**config.mk**
```make
export PLATFORM = sky130hd
export DESIGN_NAME = seg_display
export DESIGN_NICKNAME = d
export VERILOG_FILES = /design/src/design/seg_display.sv
export SDC_FILE = /design/constraint.sdc
export NUM_CORES = 1
export LEC_CHECK = 0
export BUFFER_PORTS_ARGS = -buffer_cell sky130_fd_sc_hd__buf_2
export CAP_MARGIN = 20
export CORE_MARGIN = 5
export CORE_UTILIZATION = 54
export DETAILED_ROUTE_END_ITERATION = 6
export MAX_ROUTING_LAYER = met4
export PLACE_DENSITY = 0.91
export SYNTH_ARGS = -nofsm -noshare
export SYNTH_HDL_FRONTEND = slang
export SYNTH_SLANG_ARGS = --single-unit
```
**constraint.sdc**
```tcl
create_clock -name clk -period 4.9 [get_ports clk]
set_input_delay 1.47 -clock clk [delete_from_list [all_inputs] [get_ports clk]]
set_output_delay 1.47 -clock clk [all_outputs]
set_load 0.02 [all_outputs]
```
**src/design/seg_display.sv**
```systemverilog
module seg_display #(
  parameter int unsigned SCAN_DIV = 1000
) (
  input  logic        clk,
  input  logic        arst_n,
  input  logic [31:0] disp_value,
  output logic [7:0]  an,
  output logic [6:0]  seg
);

  localparam int unsigned PW = (SCAN_DIV > 1) ? $clog2(SCAN_DIV) : 1;

  // Anode codes, one digit low at a time
  typedef enum logic [7:0] {
    DIG0 = 8'hFE,
    DIG1 = 8'hFD,
    DIG2 = 8'hFB,
    DIG3 = 8'hF7,
    DIG4 = 8'hEF,
    DIG5 = 8'hDF,
    DIG6 = 8'hBF,
    DIG7 = 8'h7F
  } digit_e;

  logic [PW-1:0] div_q;
  logic          tick;
  digit_e        dig_q;
  digit_e        dig_nxt;
  logic [2:0]    idx_nxt;

  function automatic digit_e next_digit(input digit_e d);
    case (d)
      DIG0:    return DIG1;
      DIG1:    return DIG2;
      DIG2:    return DIG3;
      DIG3:    return DIG4;
      DIG4:    return DIG5;
      DIG5:    return DIG6;
      DIG6:    return DIG7;
      default: return DIG0;
    endcase
  endfunction

  function automatic logic [2:0] digit_idx(input digit_e d);
    case (d)
      DIG1:    return 3'd1;
      DIG2:    return 3'd2;
      DIG3:    return 3'd3;
      DIG4:    return 3'd4;
      DIG5:    return 3'd5;
      DIG6:    return 3'd6;
      DIG7:    return 3'd7;
      default: return 3'd0;
    endcase
  endfunction

  // Active-low segments
  function automatic logic [6:0] hex_to_seg(input logic [3:0] h);
    case (h)
      4'h0:    return 7'b0000001;
      4'h1:    return 7'b1001111;
      4'h2:    return 7'b0010010;
      4'h3:    return 7'b0000110;
      4'h4:    return 7'b1001100;
      4'h5:    return 7'b0100100;
      4'h6:    return 7'b0100000;
      4'h7:    return 7'b0001111;
      4'h8:    return 7'b0000000;
      4'h9:    return 7'b0000100;
      4'hA:    return 7'b0001000;
      4'hB:    return 7'b1100000;
      4'hC:    return 7'b0110001;
      4'hD:    return 7'b1000010;
      4'hE:    return 7'b0110000;
      default: return 7'b0111000;
    endcase
  endfunction

  assign tick    = (div_q == PW'(SCAN_DIV - 1));
  assign dig_nxt = tick ? next_digit(dig_q) : dig_q;
  assign idx_nxt = digit_idx(dig_nxt);

  // Scan prescaler
  always_ff @(posedge clk or negedge arst_n) begin
    if (!arst_n) begin
      div_q <= '0;
    end else if (tick) begin
      div_q <= '0;
    end else begin
      div_q <= div_q + 1'b1;
    end
  end

  // Anode and pattern move together
  always_ff @(posedge clk or negedge arst_n) begin
    if (!arst_n) begin
      dig_q <= DIG0;
      seg   <= 7'b1111111;
    end else begin
      dig_q <= dig_nxt;
      seg   <= hex_to_seg(disp_value[{idx_nxt, 2'b00} +: 4]);
    end
  end

  assign an = dig_q;

endmodule

```
==> summary.md <==
| Metric | Value |
|---|---|
| Post-synthesis cell count | 215 |
| Synthesized cell area | 2030 um^2 |
| Worst flop-to-flop path startpoint | div_q[0] |
| Most frequent cell on the critical path | mux2i_1 |
| Starting density of the core | 55.5% |
| Worst Hold Path EP | div_q[0] |
| WP data required | 5110 ps |
| Top cells by area, synth | dfstp_2 18%, mux2i_1 17%, dfrtp_1 14% |
| Startpoint Class | flop |
| Buf/Inv on CP | 3 |
| Initial drt markers | 159 |
| Worst-path fanout max | 22 |
| CP peak stage delay | 730 ps |
| Cell variety after synth | 56 |
| CP arrival | 4620 ps |
| Clock sinks | 25 |
| Run status | finished, final reports clean |
| Final hold violations | 0 |
| Warnings from Yosys | 0 |
| Layout cells sized above 1 | 29.9% |
| Setup Skew | 9.59 ps |
| Core Box Area | 3660 um^2 |
| Asr flop ratio synth | 100% |
| Top_reg_cell synth | dfstp_2 |
| Yosys top cell area share | 18.1% |
| Fin cells | 302 |
| Slew HR | 44.2% |
| CTS resizes | 0 |
| Port bufs | 48 |
| Sum Neg Setup Slack | 0 ps |
| Largest net degree at the start of global routing | 26 |
| LEAKAGE | 1.20 nW |
| Gpl congestion | 0.945 |
| Root buffer cell | clkbuf_8 |
| Sequential-to-total area share from yosys stat | 31.7% |
| Post-CTS Setup Bufs | 0 |
| Vias in the first global route | 1696 |
| I/O pin cnt | 49 |
| Drt pass-1 iters | 4 |
| # placed instances | 298 |
| Tcrit/Tclk final | 90.0% |
| # diodes | 0 |
| DRT antenna net count | 0 |
| CTS H-tree depth | 1 |
| Pwr per Cell Area | 176 nW/um^2 |
| First-pass GRT wire length | 7580 um |
| Slew at the pin closest to its max-slew limit | 837 ps |
| R2R cell count | 15 |
| Reg2Reg Capture Point | seg[1] |
| Slowest cell on the critical path | and3_1 |
| Maxcap violations | 0 |
| Reg2Reg Setup Slack | 490 ps |
| Fin crit period | 4410 ps |
| Die W | 71.3 um |
| Vias | 1727 |
| CTS tree | done |
| Synth Register Bits | 25 |
| RSZ-0062 raised after global routing | no |
| Clock Latency Late Sink | 270 ps |
| Total Wirelength | 4270 um |
| Initial antenna violation count | 0 |
| Post-synth EDFFs | 0 |
| Routed wire per std cell | 14.1 um |
| Die area | 5090 um^2 |
| Area Overhead vs Synth | 13.4% |
| Crit Path Category | flop to flop |
| Syn nets | 256 |
| Hpwl dp | 3440 um |
| Min-delay src | div_q[0] |
| Max Fclk | 227 MHz |
| Die Height | 71.3 um |
| Clock buffer depth | 2 |
| Peak supply drop | 0.0000988 V |
| Num rows | 22 |
| Crit path cell chain | ha_1 -> and4b_1 -> and3_1 -> mux2i_1 -> inv_1 -> nand2_1 -> o2111ai_4 -> mux2i_1 -> mux2i_1 -> mux2i_1 -> inv_1 -> ha_1 -> inv_1 -> mux2i_1 -> a22o_1 |
| Crit end category | flop |
| Tot GR Track Use | 18.4% |
| Hold-fix buffers at CTS | 0 |
| # setup viols final | 0 |
| Hold Crit Depth | 1 |
| Worst hold path type | flop to flop |
| Nets@finish | 296 |
| Yosys top cell by area | dfstp_2 |
| DRC | 0 |
| TritonCTS Buffers | 3 |
| Clk slew on worst S/H paths | 100 ps |
| CP top delay family | multiplexers |
| Syn Area/Cell | 9.45 um^2 |
| Mean number of vias per cell | 5.72 |
| Fin. max-slew vios | 0 |
| Global route total overflow | 0 |
## cells in the mapped netlist (2+ instances only)
master	instances
inv_1	9
a21oi_1	5
and4b_1	3
o21a_1	2
nor3_1	2
dfstp_2	14
clkbuf_1	4
xnor2_1	3
nor2_1	13
buf_4	2
nor3b_1	3
o211ai_1	2
and3b_1	2
nor4_1	2
buf_2	5
a21o_1	2
mux2i_4	2
o21ai_1	2
and2_1	3
nand2_1	17
buf_6	2
nor2b_1	5
mux2i_1	34
and3_1	6
a31oi_1	3
dfrtp_1	11
o21ai_0	7
ha_1	7
xor2_1	5
nand3_1	11
and4_1	2
## sequential cells by signal (all words and copies together) (netlist names)
signal,count
an,8
div_q,10
seg,7
## kinds of logic (layout without fill, tap and decap cells)
family / count (synthesis) / in the layout / synth area share (%)
AOI/OAI and AO/OA: 39 / 39 / 14.5
xor gates and xnor gates: 8 / 8 / 3.45
adders and majority gates: 7 / 7 / 4.31
buffers and inverters: 24 / 63 / 6.04
DFF: 25 / 25 / 31.7
muxes: 37 / 37 / 19.5
and+or+nand+nor: 75 / 75 / 20.5
## area by class of cell
cell class,count,area (um^2)
repair buffers,49,248
fillers,323,1360
multi-input cells,166,1260
flip-flops and latches,25,643
clock buffers,3,41.3
clock inverters,1,8.76
well taps,48,60.1
inverters,10,37.5
## metal layers
| layer | vias to the layer above | global-route usage, % | routed length, um |
|---|---|---|---|
| li1 | 856 | - | - |
| met1 | 798 | 23.5 | 1820 |
| met2 | 71 | 32.0 | 2130 |
| met3 | 2 | 1.40 | 293 |
| met4 | 0 | 3.34 | 27 |
| met5 | - | - | 0 |
## cells in the final DEF (no fill, tap or decap), drive strengths merged, types with 2 or more instances in the layout
master / synthesis / final
o21a: 2 / 2
nand3: 11 / 11
dfstp: 14 / 14
and4b: 3 / 3
ha: 7 / 7
o211ai: 2 / 2
a21o: 2 / 2
a31oi: 3 / 3
nor2b: 5 / 5
and3b: 2 / 2
inv: 10 / 11
nor3b: 3 / 3
o21ai: 9 / 9
and3: 6 / 6
nor4: 2 / 2
nor3: 3 / 3
mux2i: 36 / 36
nand2: 17 / 17
xor2: 5 / 5
xnor2: 3 / 3
nor2: 13 / 13
dfrtp: 11 / 11
and4: 2 / 2
clkbuf: 5 / 3
a211oi: 2 / 2
a21oi: 5 / 5
buf: 9 / 49
and2: 3 / 3
## per-stage QoR
step	power (mW)	worst slack (ps)	cell area [um^2]	hold slack [ps]	utilization, %
after global placement	0.279	755	2250	460	61.6
after CTS	0.408	503	2300	494	62.9
final	0.406	490	2300	490	62.9
after global routing	0.427	19.5	2300	523	62.9
after detailed placement	0.281	562	2250	479	61.6
after floorplan	0.254	1250	2030	445	-
## how the worst max path moves through the flow
stage | startpoint | endpoint | slack (ps) | depth (start not counted)
floorplan | an[2] | seg[0] | 1250 | 14
global placement | div_q[0] | seg[0] | 750 | 12
detailed placement | div_q[0] | seg[1] | 560 | 15
CTS | div_q[0] | seg[1] | 500 | 15
global route | div_q[0] | seg[1] | 20 | 15
finish | div_q[0] | seg[1] | 490 | 15
## power breakdown
| group | switching, mW | total [mW] | leakage, nW | internal [mW] |
|---|---|---|---|---|
| Sequential | 0.00131 | 0.217 | 0.285 | 0.215 |
| Clock | 0.0700 | 0.129 | 0.0261 | 0.0595 |
| Combinational | 0.0323 | 0.0597 | 0.888 | 0.0274 |
Note: power is estimated with default switching activity, not from simulation.
