**src/design/soc_pkg.sv**
```systemverilog
package soc_pkg;

  // Bus operation
  typedef enum logic {
    OP_READ  = 1'b0,
    OP_WRITE = 1'b1
  } bus_op_e;

  typedef struct packed {
    bus_op_e     op;
    logic [31:0] addr;
    logic [31:0] wdata;
  } bus_req_t;

  typedef struct packed {
    logic        err;
    logic [31:0] rdata;
  } bus_rsp_t;

  // Return stack events, one per cycle
  typedef enum logic [1:0] {
    RAS_NONE = 2'd0,
    RAS_CALL = 2'd1,
    RAS_RET  = 2'd2
  } ras_op_e;

  typedef struct packed {
    ras_op_e     op;
    logic [31:0] addr;
  } ras_evt_t;

  typedef struct packed {
    logic [15:0] mismatch_count;
    logic [7:0]  occupancy;
    logic [5:0]  reserved;
    logic        full;
    logic        empty;
  } ras_status_t;

  // Register map
  localparam logic [31:0] RAM_BASE      = 32'h0000_0000;
  localparam logic [31:0] DISP_ADDR     = 32'h0000_1000;
  localparam logic [31:0] CNT_ADDR      = 32'h0000_1004;
  localparam logic [31:0] RAS_STAT_ADDR = 32'h0000_1008;
  localparam logic [31:0] RAS_TOP_ADDR  = 32'h0000_100C;

endpackage

```
**src/design/return_stack.sv**
```systemverilog
module return_stack
  import soc_pkg::*;
#(
  parameter int unsigned RAS_DEPTH = 8
) (
  input  logic        clk,
  input  logic        arst_n,
  input  ras_evt_t    ras_evt,
  input  logic        clear_mismatch,
  output ras_status_t ras_status,
  output logic [31:0] ras_top
);

  localparam int unsigned PW = (RAS_DEPTH > 1) ? $clog2(RAS_DEPTH) : 1;
  localparam int unsigned OW = $clog2(RAS_DEPTH + 1);

  logic [31:0] stack_q [RAS_DEPTH];

  logic [PW-1:0] top_q;
  logic [PW-1:0] push_ptr;
  logic [OW-1:0] occ_q;
  logic [15:0]   mis_q;
  logic          full;
  logic          empty;
  logic          push;
  logic          pop;
  logic          miss;

  function automatic logic [PW-1:0] ptr_inc(input logic [PW-1:0] p);
    if (p == PW'(RAS_DEPTH - 1)) begin
      return '0;
    end
    return p + 1'b1;
  endfunction

  function automatic logic [PW-1:0] ptr_dec(input logic [PW-1:0] p);
    if (p == '0) begin
      return PW'(RAS_DEPTH - 1);
    end
    return p - 1'b1;
  endfunction

  assign full     = (occ_q == OW'(RAS_DEPTH));
  assign empty    = (occ_q == '0);
  assign push     = (ras_evt.op == RAS_CALL);
  assign pop      = (ras_evt.op == RAS_RET);
  assign push_ptr = ptr_inc(top_q);

  // Empty pop counts as a misprediction
  assign miss = pop && (empty || stack_q[top_q] != ras_evt.addr);

  // When full the next slot holds the oldest entry
  always_ff @(posedge clk) begin
    if (push) begin
      stack_q[push_ptr] <= ras_evt.addr;
    end
  end

  always_ff @(posedge clk or negedge arst_n) begin
    if (!arst_n) begin
      top_q <= '0;
      occ_q <= '0;
    end else if (push) begin
      top_q <= push_ptr;
      if (!full) begin
        occ_q <= occ_q + 1'b1;
      end
    end else if (pop && !empty) begin
      top_q <= ptr_dec(top_q);
      occ_q <= occ_q - 1'b1;
    end
  end

  // Clear wins over a same-cycle increment
  always_ff @(posedge clk or negedge arst_n) begin
    if (!arst_n) begin
      mis_q <= '0;
    end else if (clear_mismatch) begin
      mis_q <= '0;
    end else if (miss && mis_q != 16'hFFFF) begin
      mis_q <= mis_q + 16'd1;
    end
  end

  always_comb begin
    ras_status.mismatch_count = mis_q;
    ras_status.occupancy      = 8'(occ_q);
    ras_status.reserved       = '0;
    ras_status.full           = full;
    ras_status.empty          = empty;
  end

  assign ras_top = empty ? '0 : stack_q[top_q];

endmodule

```
**config.mk**
```make
export PLATFORM = sky130hd
export DESIGN_NAME = return_stack
export DESIGN_NICKNAME = d
export VERILOG_FILES = /design/src/design/soc_pkg.sv /design/src/design/return_stack.sv
export SDC_FILE = /design/constraint.sdc
export NUM_CORES = 1
export LEC_CHECK = 0
export ABC_AREA = 1
export BUFFER_PORTS_ARGS = -buffer_cell sky130_fd_sc_hd__buf_2
export CORE_MARGIN = 2
export CORE_UTILIZATION = 60
export CTS_CLUSTER_DIAMETER = 150
export DETAILED_ROUTE_END_ITERATION = 7
export MAX_ROUTING_LAYER = met4
export PLACE_DENSITY = 0.83
export SYNTH_ARGS = -nofsm -noshare
export SYNTH_HDL_FRONTEND = slang
export SYNTH_SLANG_ARGS = --single-unit
```
**constraint.sdc**
```tcl
create_clock -name clk -period 4.1 [get_ports clk]
set_clock_uncertainty 0.15 [all_clocks]
set_input_delay 0.82 -clock clk [delete_from_list [all_inputs] [get_ports clk]]
set_output_delay 0.82 -clock clk [all_outputs]
set_load 0.02 [all_outputs]
```
==> run_results.csv, run 1 <==
group,metric,value,unit
status,status,"completed",
critical_path,cp.required,3130,ps
final_layout,fin_nets,1449,
logic_synthesis,syn_area_per_cell,9.86,sq um
logic_synthesis,yosys_warnings,0,
clocking,htree_levels,1,
critical_path,crit_type,"register to output port",
logic_synthesis,yosysUniqueCellTypes,39,
route,vias_per_cell,5.64,
route,drtAntennaViolNets,0,
logic_synthesis,synthFlopType,"edfxtp_1",
critical_path,critPathArrivalTime,2700,ps
clocking,cts_made_buffers,29,
critical_path,worst_setup_path_end_kind,"output port",
floorplan,start_util,0.615,
sta,rsz0062_at_grt,"false",
clocking,cts_sinks,279,
route,wirelength,30.7,mm
pwr,power_density,725,nW/um^2
clocking,cts_tree,"done",
floorplan,die-area,22900,sq um
logic_synthesis,synthCells,1319,
final_layout,drive_gt1_frac,0.129,
clocking,cts.clk_slew.worst_paths,60,ps
place,placedCellCount,1648,
grt,grt_max_degree,90,
final_layout,instances_no_fill,1701,
floorplan,die_y,151,microns
floorplan,placementRows,53,
pwr,leakage,6.36,nW
sta,max_freq,272,MHz
clocking,root_buffer,"clkbuf_16",
critical_path,cp_max_fo,89,
final_layout,final_common_cell,"nand2_1",
floorplan,ios,101,
logic_synthesis,synth_edf_count,256,
grt,grt_pass1_vias,9341,
sta,fin_tns_setup,0,ps
logic_synthesis,ys_async_sr_fraction,0.0824,
final_layout,area_growth,12.5,%
sta,drv_slew,0,
clocking,ctsHoldBuffers,0,
sta,timing_hold_violations_final,0,
grt,grt_pass1_wl,49.0,mm
route,drt_pass1_iterations,6,
place,portBuffers,90,
grt,antenna_found_initial,2,
clocking,postCtsSetupBuffers,0,
logic_synthesis,syn_area,13000,sq um
pwr,max-vdd-ir-drop,0.549,mV
job,maxCapViolCount,0,
sta,finalSetupViolCount,0,
critical_path,rrSetupSlack,670,ps
route,num_vias,9595,
grt,grt_overflow,0,
hold_path,min-delay-path-class,"primary input to async pin",
floorplan,die_w,151,microns
logic_synthesis,ys_ff_latch,279,
route,wl_per_cell,18.0,microns
clocking,clk_latency,540,ps
route,drcViolationCount,0,
route,drt_iter0_markers,1050,
logic_synthesis,synthTopCellsByArea,"edfxtp_1 (59%), nand2_1 (9.1%), nand3_1 (5.7%)",
floorplan,floorplan.core_area,21200,sq um
grt,grt.total_usage,0.287,
logic_synthesis,ys_seq_area_frac,0.636,
clocking,cts-resized-gates,0,
final_layout,final_cell_mix,"nand2_1 (316), edfxtp_1 (256), inv_1 (172)",
logic_synthesis,synth_area_leader_cell,"edfxtp_1",
clocking,clk_path_buf_depth,3,
sta,worst-slew-pin-transition,1040,ps
sta,slew_headroom,0.307,
logic_synthesis,netlist.area_leader.share,0.591,
sta,finalCriticalPeriod,3670,ps
place,gp_congestion,0.856,
place,place_hpwl,18.2,mm
critical_path,start_kind,"register",
sta,final.period_utilization,0.895,
==> stage by stage <==
stage / cell area [sq um] / power [W] / hold slack [ps] / util / setup WS (ps)
after global routing: 14600 / 0.0112 / 134 / 0.691 / 293
after detailed placement: 13700 / 0.00804 / 346 / 0.648 / 757
after floorplan: 13000 / 0.00670 / 374 / - / 737
after global placement: 13700 / 0.00793 / 327 / 0.648 / 787
final: 14600 / 0.0106 / 98.8 / 0.691 / 430
after CTS: 14600 / 0.0106 / 122 / 0.691 / 464
==> Yosys cell counts (10+ instances only) <==
cell,count
buf_2,29
buf_4,13
buf_6,11
clkbuf_1,11
dfrtp_1,23
edfxtp_1,256
inv_1,172
nand2_1,316
nand3_1,147
nand3_2,10
nand3b_1,16
nand4_1,19
nor2_1,178
o21ai_0,30
o21ai_1,32
==> layout make-up <==
type,count,area (sq um)
timing repair buffer,115,713
antenna,2,5.00
clock inverter,15,148
sequential,279,8270
clock buffer,36,752
tap,275,344
inverter,174,656
fill,1517,6540
multi-input combinational,805,3730
==> cells by family (layout without fill, tap and decap cells) <==
| logic type | Yosys count | in the layout | share of synthesized area |
|---|---|---|---|
| adders and majority gates | 8 | 8 | 0.00828 |
| AOI/OAI and AO/OA | 76 | 76 | 0.0311 |
| buffers and inverters | 244 | 340 | 0.0844 |
| other | 1 | 12 | 0.000288 |
| and+or+nand+nor | 700 | 700 | 0.233 |
| xor gates and xnor gates | 11 | 11 | 0.00741 |
| DFF | 279 | 279 | 0.636 |
==> worst max-delay path: stages (launching register included) <==
cell and delay [ps]:
dfrtp_4 780, buf_12 410, nor2_1 110, nor2_1 100, o21ai_0 100, nand3_1 140
nand2_1 100, nor2_1 130, buf_2 190
==> path summary, 6_finish.rpt <==
check,from,end,cells past startpoint
max in group asynchronous,arst_n,top_q[0],1
setup reg to reg,top_q[0],mis_q[4],15
setup / recovery,top_q[0],ras_top[10],8
min in group clk,occ_q[3],occ_q[3],1
hold / removal,arst_n,mis_q[9],1
hold reg to reg,occ_q[3],occ_q[3],1
==> layer usage <==
metal	up-vias	routed length, microns	track usage
met5	-	0	-
met4	0	1010	0.100
met3	90	3050	0.0464
met2	526	15200	0.468
met1	4491	11400	0.368
li1	4488	-	-
==> flip-flops by register name, summed over array words and instances (netlist names) <==
register and cells:
mis_q 16, occ_q 4, stack_q 256, top_q 3
==> power breakdown <==
| part | leakage (nW) | switching, W | internal (W) | total (W) |
|---|---|---|---|---|
| registers | 2.62 | 0.000179 | 0.00347 | 0.00365 |
| logic | 3.30 | 0.00314 | 0.00128 | 0.00442 |
| clock network | 0.444 | 0.00105 | 0.00148 | 0.00253 |
| total | 6.36 | 0.00437 | 0.00623 | 0.0106 |
No activity file was read; power rests on OpenSTA's default activity.
==> run 2: changes to the inputs <==
Settings changed: REMOVE_ABC_BUFFERS set to 1.
==> run_results.csv, run 2 (same netlist as run 1, synthesis figures left out) <==
group,metric,value,unit
sta,timing_hold_violations_final,0,
sta,final.period_utilization,0.889,
floorplan,die-area,22900,sq um
clocking,cts_made_buffers,29,
critical_path,worst_setup_path_end_kind,"output port",
final_layout,top_register,"stack_q",
critical_path,cp.depth,9,
route,drcViolationCount,0,
final_layout,drive_gt1_frac,0.126,
sta,finalSetupViolCount,0,
clocking,postCtsSetupBuffers,0,
final_layout,area_growth,12.0,%
critical_path,crit_buf_inv,3,
final_layout,reg_top3,"stack_q x256, mis_q x16, occ_q x4",
place,portBuffers,90,
sta,drv_slew,0,
sta,worst-slew-pin-transition,1080,ps
critical_path,reg2reg_from,"top_q[0]",
sta,slew_headroom,0.282,
route,drtAntennaViolNets,0,
grt,grt_overflow,0,
route,vias_per_cell,5.66,
place,gp_congestion,0.830,
pwr,leakage,6.32,nW
critical_path,startpoint,"top_q[0]",
critical_path,slowest_stage,"dfrtp_4",
critical_path,critPathTopFamily,"buffers and inverters",
pwr,max-vdd-ir-drop,0.492,mV
floorplan,die_y,151,microns
final_layout,design_area,14600,sq um
place,postPlaceCellArea,13700,sq um
floorplan,placementRows,53,
critical_path,rrSetupSlack,720,ps
final_layout,fin_nets,1446,
clocking,cts.clk_slew.worst_paths,70,ps
clocking,clk_path_buf_depth,3,
grt,grt_pass1_wl,47.4,mm
route,drt_iter0_markers,1108,
critical_path,start_kind,"register",
critical_path,cp_max_fo,61,
critical_path,crit_type,"register to output port",
route,wirelength,30.7,mm
clocking,htree_levels,1,
critical_path,r2r_end,"mis_q[3]",
clocking,cts-resized-gates,0,
hold_path,min-delay-path-class,"primary input to async pin",
status,status,"completed",
grt,grt.total_usage,0.278,
final_layout,final_cell_mix,"nand2_1 (316), edfxtp_1 (256), inv_1 (172)",
final_layout,n_antenna_cell,0,
job,maxCapViolCount,0,
floorplan,floorplan.core_area,21200,sq um
clocking,clk_latency,560,ps
clocking,root_buffer,"clkbuf_16",
sta,finalCriticalPeriod,3640,ps
sta,max_freq,274,MHz
pwr,fin_total_pwr,0.0104,W
grt,grt_max_degree,137,
route,drt_pass1_iterations,5,
grt,antenna_found_initial,0,
sta,rsz0062_at_grt,"false",
final_layout,largest_reg_flops,256,
place,place_hpwl,17.8,mm
floorplan,die_w,151,microns
final_layout,final_common_cell,"nand2_1",
clocking,ctsHoldBuffers,0,
clocking,cts_tree,"done",
critical_path,cp.required,3130,ps
floorplan,start_util,0.615,
critical_path,path_common_cell,"nand2_1",
route,wl_per_cell,18.1,microns
clocking,cts_sinks,279,
grt,grt_pass1_vias,9042,
critical_path,max_stage_delay,510,ps
final_layout,final_core_util,0.689,
pwr,power_density,717,nW/um^2
critical_path,cp_cell_sequence,"inv_4 > buf_4 > nand2_1 > nand2_1 > nand2_1 > nand3_1 > nand2_1 > nor2_1 > buf_2",
critical_path,critPathArrivalTime,2670,ps
critical_path,reg2reg_depth,16,
critical_path,crit_end,"ras_top[9]",
floorplan,ios,101,
route,num_vias,9613,
[run 2: cell types whose count changed in the layout (fill, tap and decap cells not counted), sizes merged]
| cell | delta |
|---|---|
| clkbuf | +2 |
| buf | -3 |
| bufinv | -3 |
| diode | -2 |
| clkinv | +3 |
[run 2: final cells by class]
type	instances	area, sq um
repair buffers	112	716
clock buffers	38	759
multi-input cells	805	3730
flip-flops and latches	279	8270
inverters	174	656
fillers	1462	6590
clock inverters	15	88.8
well taps	275	344
[run 2: through the flow]
step	cells	setup slack, ps	TNS (ps)	hold slack (ps)
CTS	1698	468	0	117
finish	1698	457	0	105
global route	1698	378	0	138
detailed placement	1645	802	0	341
global placement	1645	895	0	330
floorplan	1258	-1910	-531070	374
[run 2: worst min-delay path by stage]
stage               cells after the start       end  slack [ps]  startpoint
floorplan                               0  mis_q[0]         370      arst_n
global placement                        1  occ_q[3]         330    occ_q[3]
detailed placement                      1  occ_q[3]         340    occ_q[3]
CTS                                     1  top_q[2]         120      arst_n
global route                            1  mis_q[5]         140      arst_n
finish                                  1  top_q[1]         100      arst_n
[run 2: per-layer routing]
metal | track usage | wire length, microns | part of all wire | up-vias
li1 | - | - | - | 4491
met1 | 0.365 | 12300 | 0.40 | 4554
met2 | 0.448 | 14900 | 0.49 | 497
met3 | 0.0455 | 2620 | 0.085 | 71
met4 | 0.0916 | 896 | 0.029 | 0
met5 | - | 0 | 0 | -
[run 2: where the power goes]
group	internal, W	leakage, nW	total (W)	switching (W)
sequential	0.00347	2.62	0.00360	0.000126
combinational	0.00128	3.28	0.00446	0.00318
clock	0.00131	0.417	0.00238	0.00107
total	0.00606	6.32	0.0104	0.00437
[run 2: worst reg2reg max path, cell delays in order (launching register included)]
cell	delay, ps
dfrtp_4	510
inv_4	510
buf_12	280
nand2_1	110
nand3_1	100
nand3_1	100
nand2_1	110
nand2_1	60
nand2_1	70
nand3_1	60
nor2_1	280
nand2_1	110
nor2_2	130
nand3_4	220
nand2_4	290
nand3_1	120
nand2_1	120
==> run 3: changes to the inputs <==
Settings changed: CELL_PAD_IN_SITES_DETAIL_PLACEMENT set to 1, CELL_PAD_IN_SITES_GLOBAL_PLACEMENT set to 1, CORE_UTILIZATION 60 to 47, HOLD_SLACK_MARGIN set to 0.15.
==> run_results.csv, run 3 (same netlist as run 1, synthesis figures left out) <==
group,metric,value,unit
grt,grt.total_usage,0.279,
sta,worst-slew-pin-transition,1060,ps
final_layout,final_cell_mix,"nand2_1 (316), edfxtp_1 (256), inv_1 (172)",
critical_path,crit_type,"register to output port",
clocking,clk_latency,560,ps
pwr,max-vdd-ir-drop,0.419,mV
final_layout,multi_input_area,3730,sq um
floorplan,die_y,170,microns
critical_path,critPathArrivalTime,2950,ps
sta,drv_slew,0,
sta,slew_headroom,0.295,
route,drtAntennaViolNets,0,
grt,grt_overflow,0,
critical_path,start_kind,"register",
floorplan,die_w,170,microns
final_layout,final_common_cell,"nand2_1",
place,place_hpwl,23.0,mm
sta,finalSetupViolCount,0,
route,num_vias,9883,
status,status,"completed",
place,postPlaceCellArea,13800,sq um
sta,finalCriticalPeriod,3920,ps
clocking,cts_made_buffers,30,
job,maxCapViolCount,0,
pwr,fin_total_pwr,0.0113,W
sta,final.period_utilization,0.957,
route,drcViolationCount,0,
grt,grt_pass1_vias,10600,
final_layout,drive_gt1_frac,0.136,
grt,antenna_found_initial,3,
route,wirelength,39.2,mm
hold_path,min-delay-path-class,"register to register",
floorplan,die-area,29000,sq um
final_layout,fill_cells,3039,
grt,grt_util_met3,0.0367,
final_layout,regArea,8270,sq um
clocking,cts_sinks,279,
place,gp_congestion,0.792,
clocking,cts.clk_slew.worst_paths,60,ps
place,portBuffers,90,
critical_path,cp_max_fo,97,
floorplan,ios,101,
clocking,htree_levels,1,
clocking,clk_path_buf_depth,3,
grt,grt_max_degree,98,
route,drt_iter0_markers,784,
sta,rsz0062_at_grt,"false",
final_layout,design_area,14900,sq um
pwr,leakage,6.45,nW
grt,grt_pass1_wl,59.6,mm
route,wl_per_cell,22.1,microns
floorplan,floorplan.core_area,27000,sq um
final_layout,fin_nets,1449,
sta,timing_hold_violations_final,0,
floorplan,placementRows,60,
final_layout,top_register,"stack_q",
grt,busiest_layer,"met2",
route,drt_pass1_iterations,5,
grt,grtUsageMet1,0.330,
critical_path,worst_setup_path_end_kind,"output port",
critical_path,cp.required,3130,ps
route,vias_per_cell,5.58,
clocking,cts_tree,"done",
grt,met2_usage,0.491,
sta,whs,336,ps
pwr,power_density,754,nW/um^2
clocking,root_buffer,"clkbuf_16",
final_layout,largest_reg_flops,256,
final_layout,area_growth,14.9,%
final_layout,reg_top3,"stack_q x256, mis_q x16, occ_q x4",
sta,max_freq,255,MHz
floorplan,start_util,0.481,
==> run 3: changes by cell type in the layout (fill, tap and decap cells not counted), moves of 3 or more <==
cell       previous run  this run
clkbuf_8              0         5
clkinv_1              7         2
bufinv_16             0         5
diode_2               0         3
clkbuf_1              9         2
buf_12                8        11
==> run 3: worst max-delay path, cell delays in order, from the launching register on <==
cell and delay (ps):
dfrtp_4 780, buf_12 420, nor2_1 120, nor2_1 150, o21ai_0 120, nand3_1 150, nand2_1 120, nor2_1 220
buf_2 210
==> run 3: layer usage <==
| layer | part of all wire | wire (microns) |
|---|---|---|
| met1 | 0.40 | 15600 |
| met2 | 0.52 | 20400 |
| met3 | 0.051 | 1980 |
| met4 | 0.029 | 1150 |
| met5 | 0 | 0 |
==> run 3: what timing repair did <==
item / 4_1_cts / 5_1_grt
setup endpoints to repair: 0 / 0
hold buffers: 1 / 0
resized for setup: 0 / 0
buffers inserted: 0 / 0
hold endpoints to repair: 23 / 0
==> run 3: per-stage QoR <==
stage	TNS, ps	util	std cells	setup slack, ps
final	0	0.552	1771	177
after global routing	0	0.552	1771	140
after CTS	0	0.552	1768	228
after detailed placement	0	0.512	1712	625
after global placement	0	0.512	1712	799
after floorplan	-531070	-	1258	-1910
==> run 3: layout make-up <==
| type | instances | share of cell area |
|---|---|---|
| inverters | 174 | 0.0439 |
| clock inverters | 17 | 0.0145 |
| clock buffers | 38 | 0.0571 |
| multi-input cells | 805 | 0.250 |
| well taps | 341 | 0.0286 |
| repair buffers | 114 | 0.0516 |
| flip-flops and latches | 279 | 0.554 |
| diodes | 3 | 0.000503 |
==> run 3: worst paths after layout <==
path	start	end	slack, ps	cells after the start
max in group asynchronous	arst_n	top_q[0]	2700	2
min	occ_q[3]	occ_q[3]	340	1
min in group asynchronous	arst_n	top_q[2]	670	2
max reg2reg	top_q[0]	mis_q[15]	560	16
max	top_q[0]	ras_top[20]	180	8
min reg2reg	occ_q[3]	occ_q[3]	340	1
==> run 3: report_power, final <==
group	internal, W	switching, W	total [W]
Clock	0.00178	0.00113	0.00290
Combinational	0.00131	0.00338	0.00469
Sequential	0.00347	0.000192	0.00367
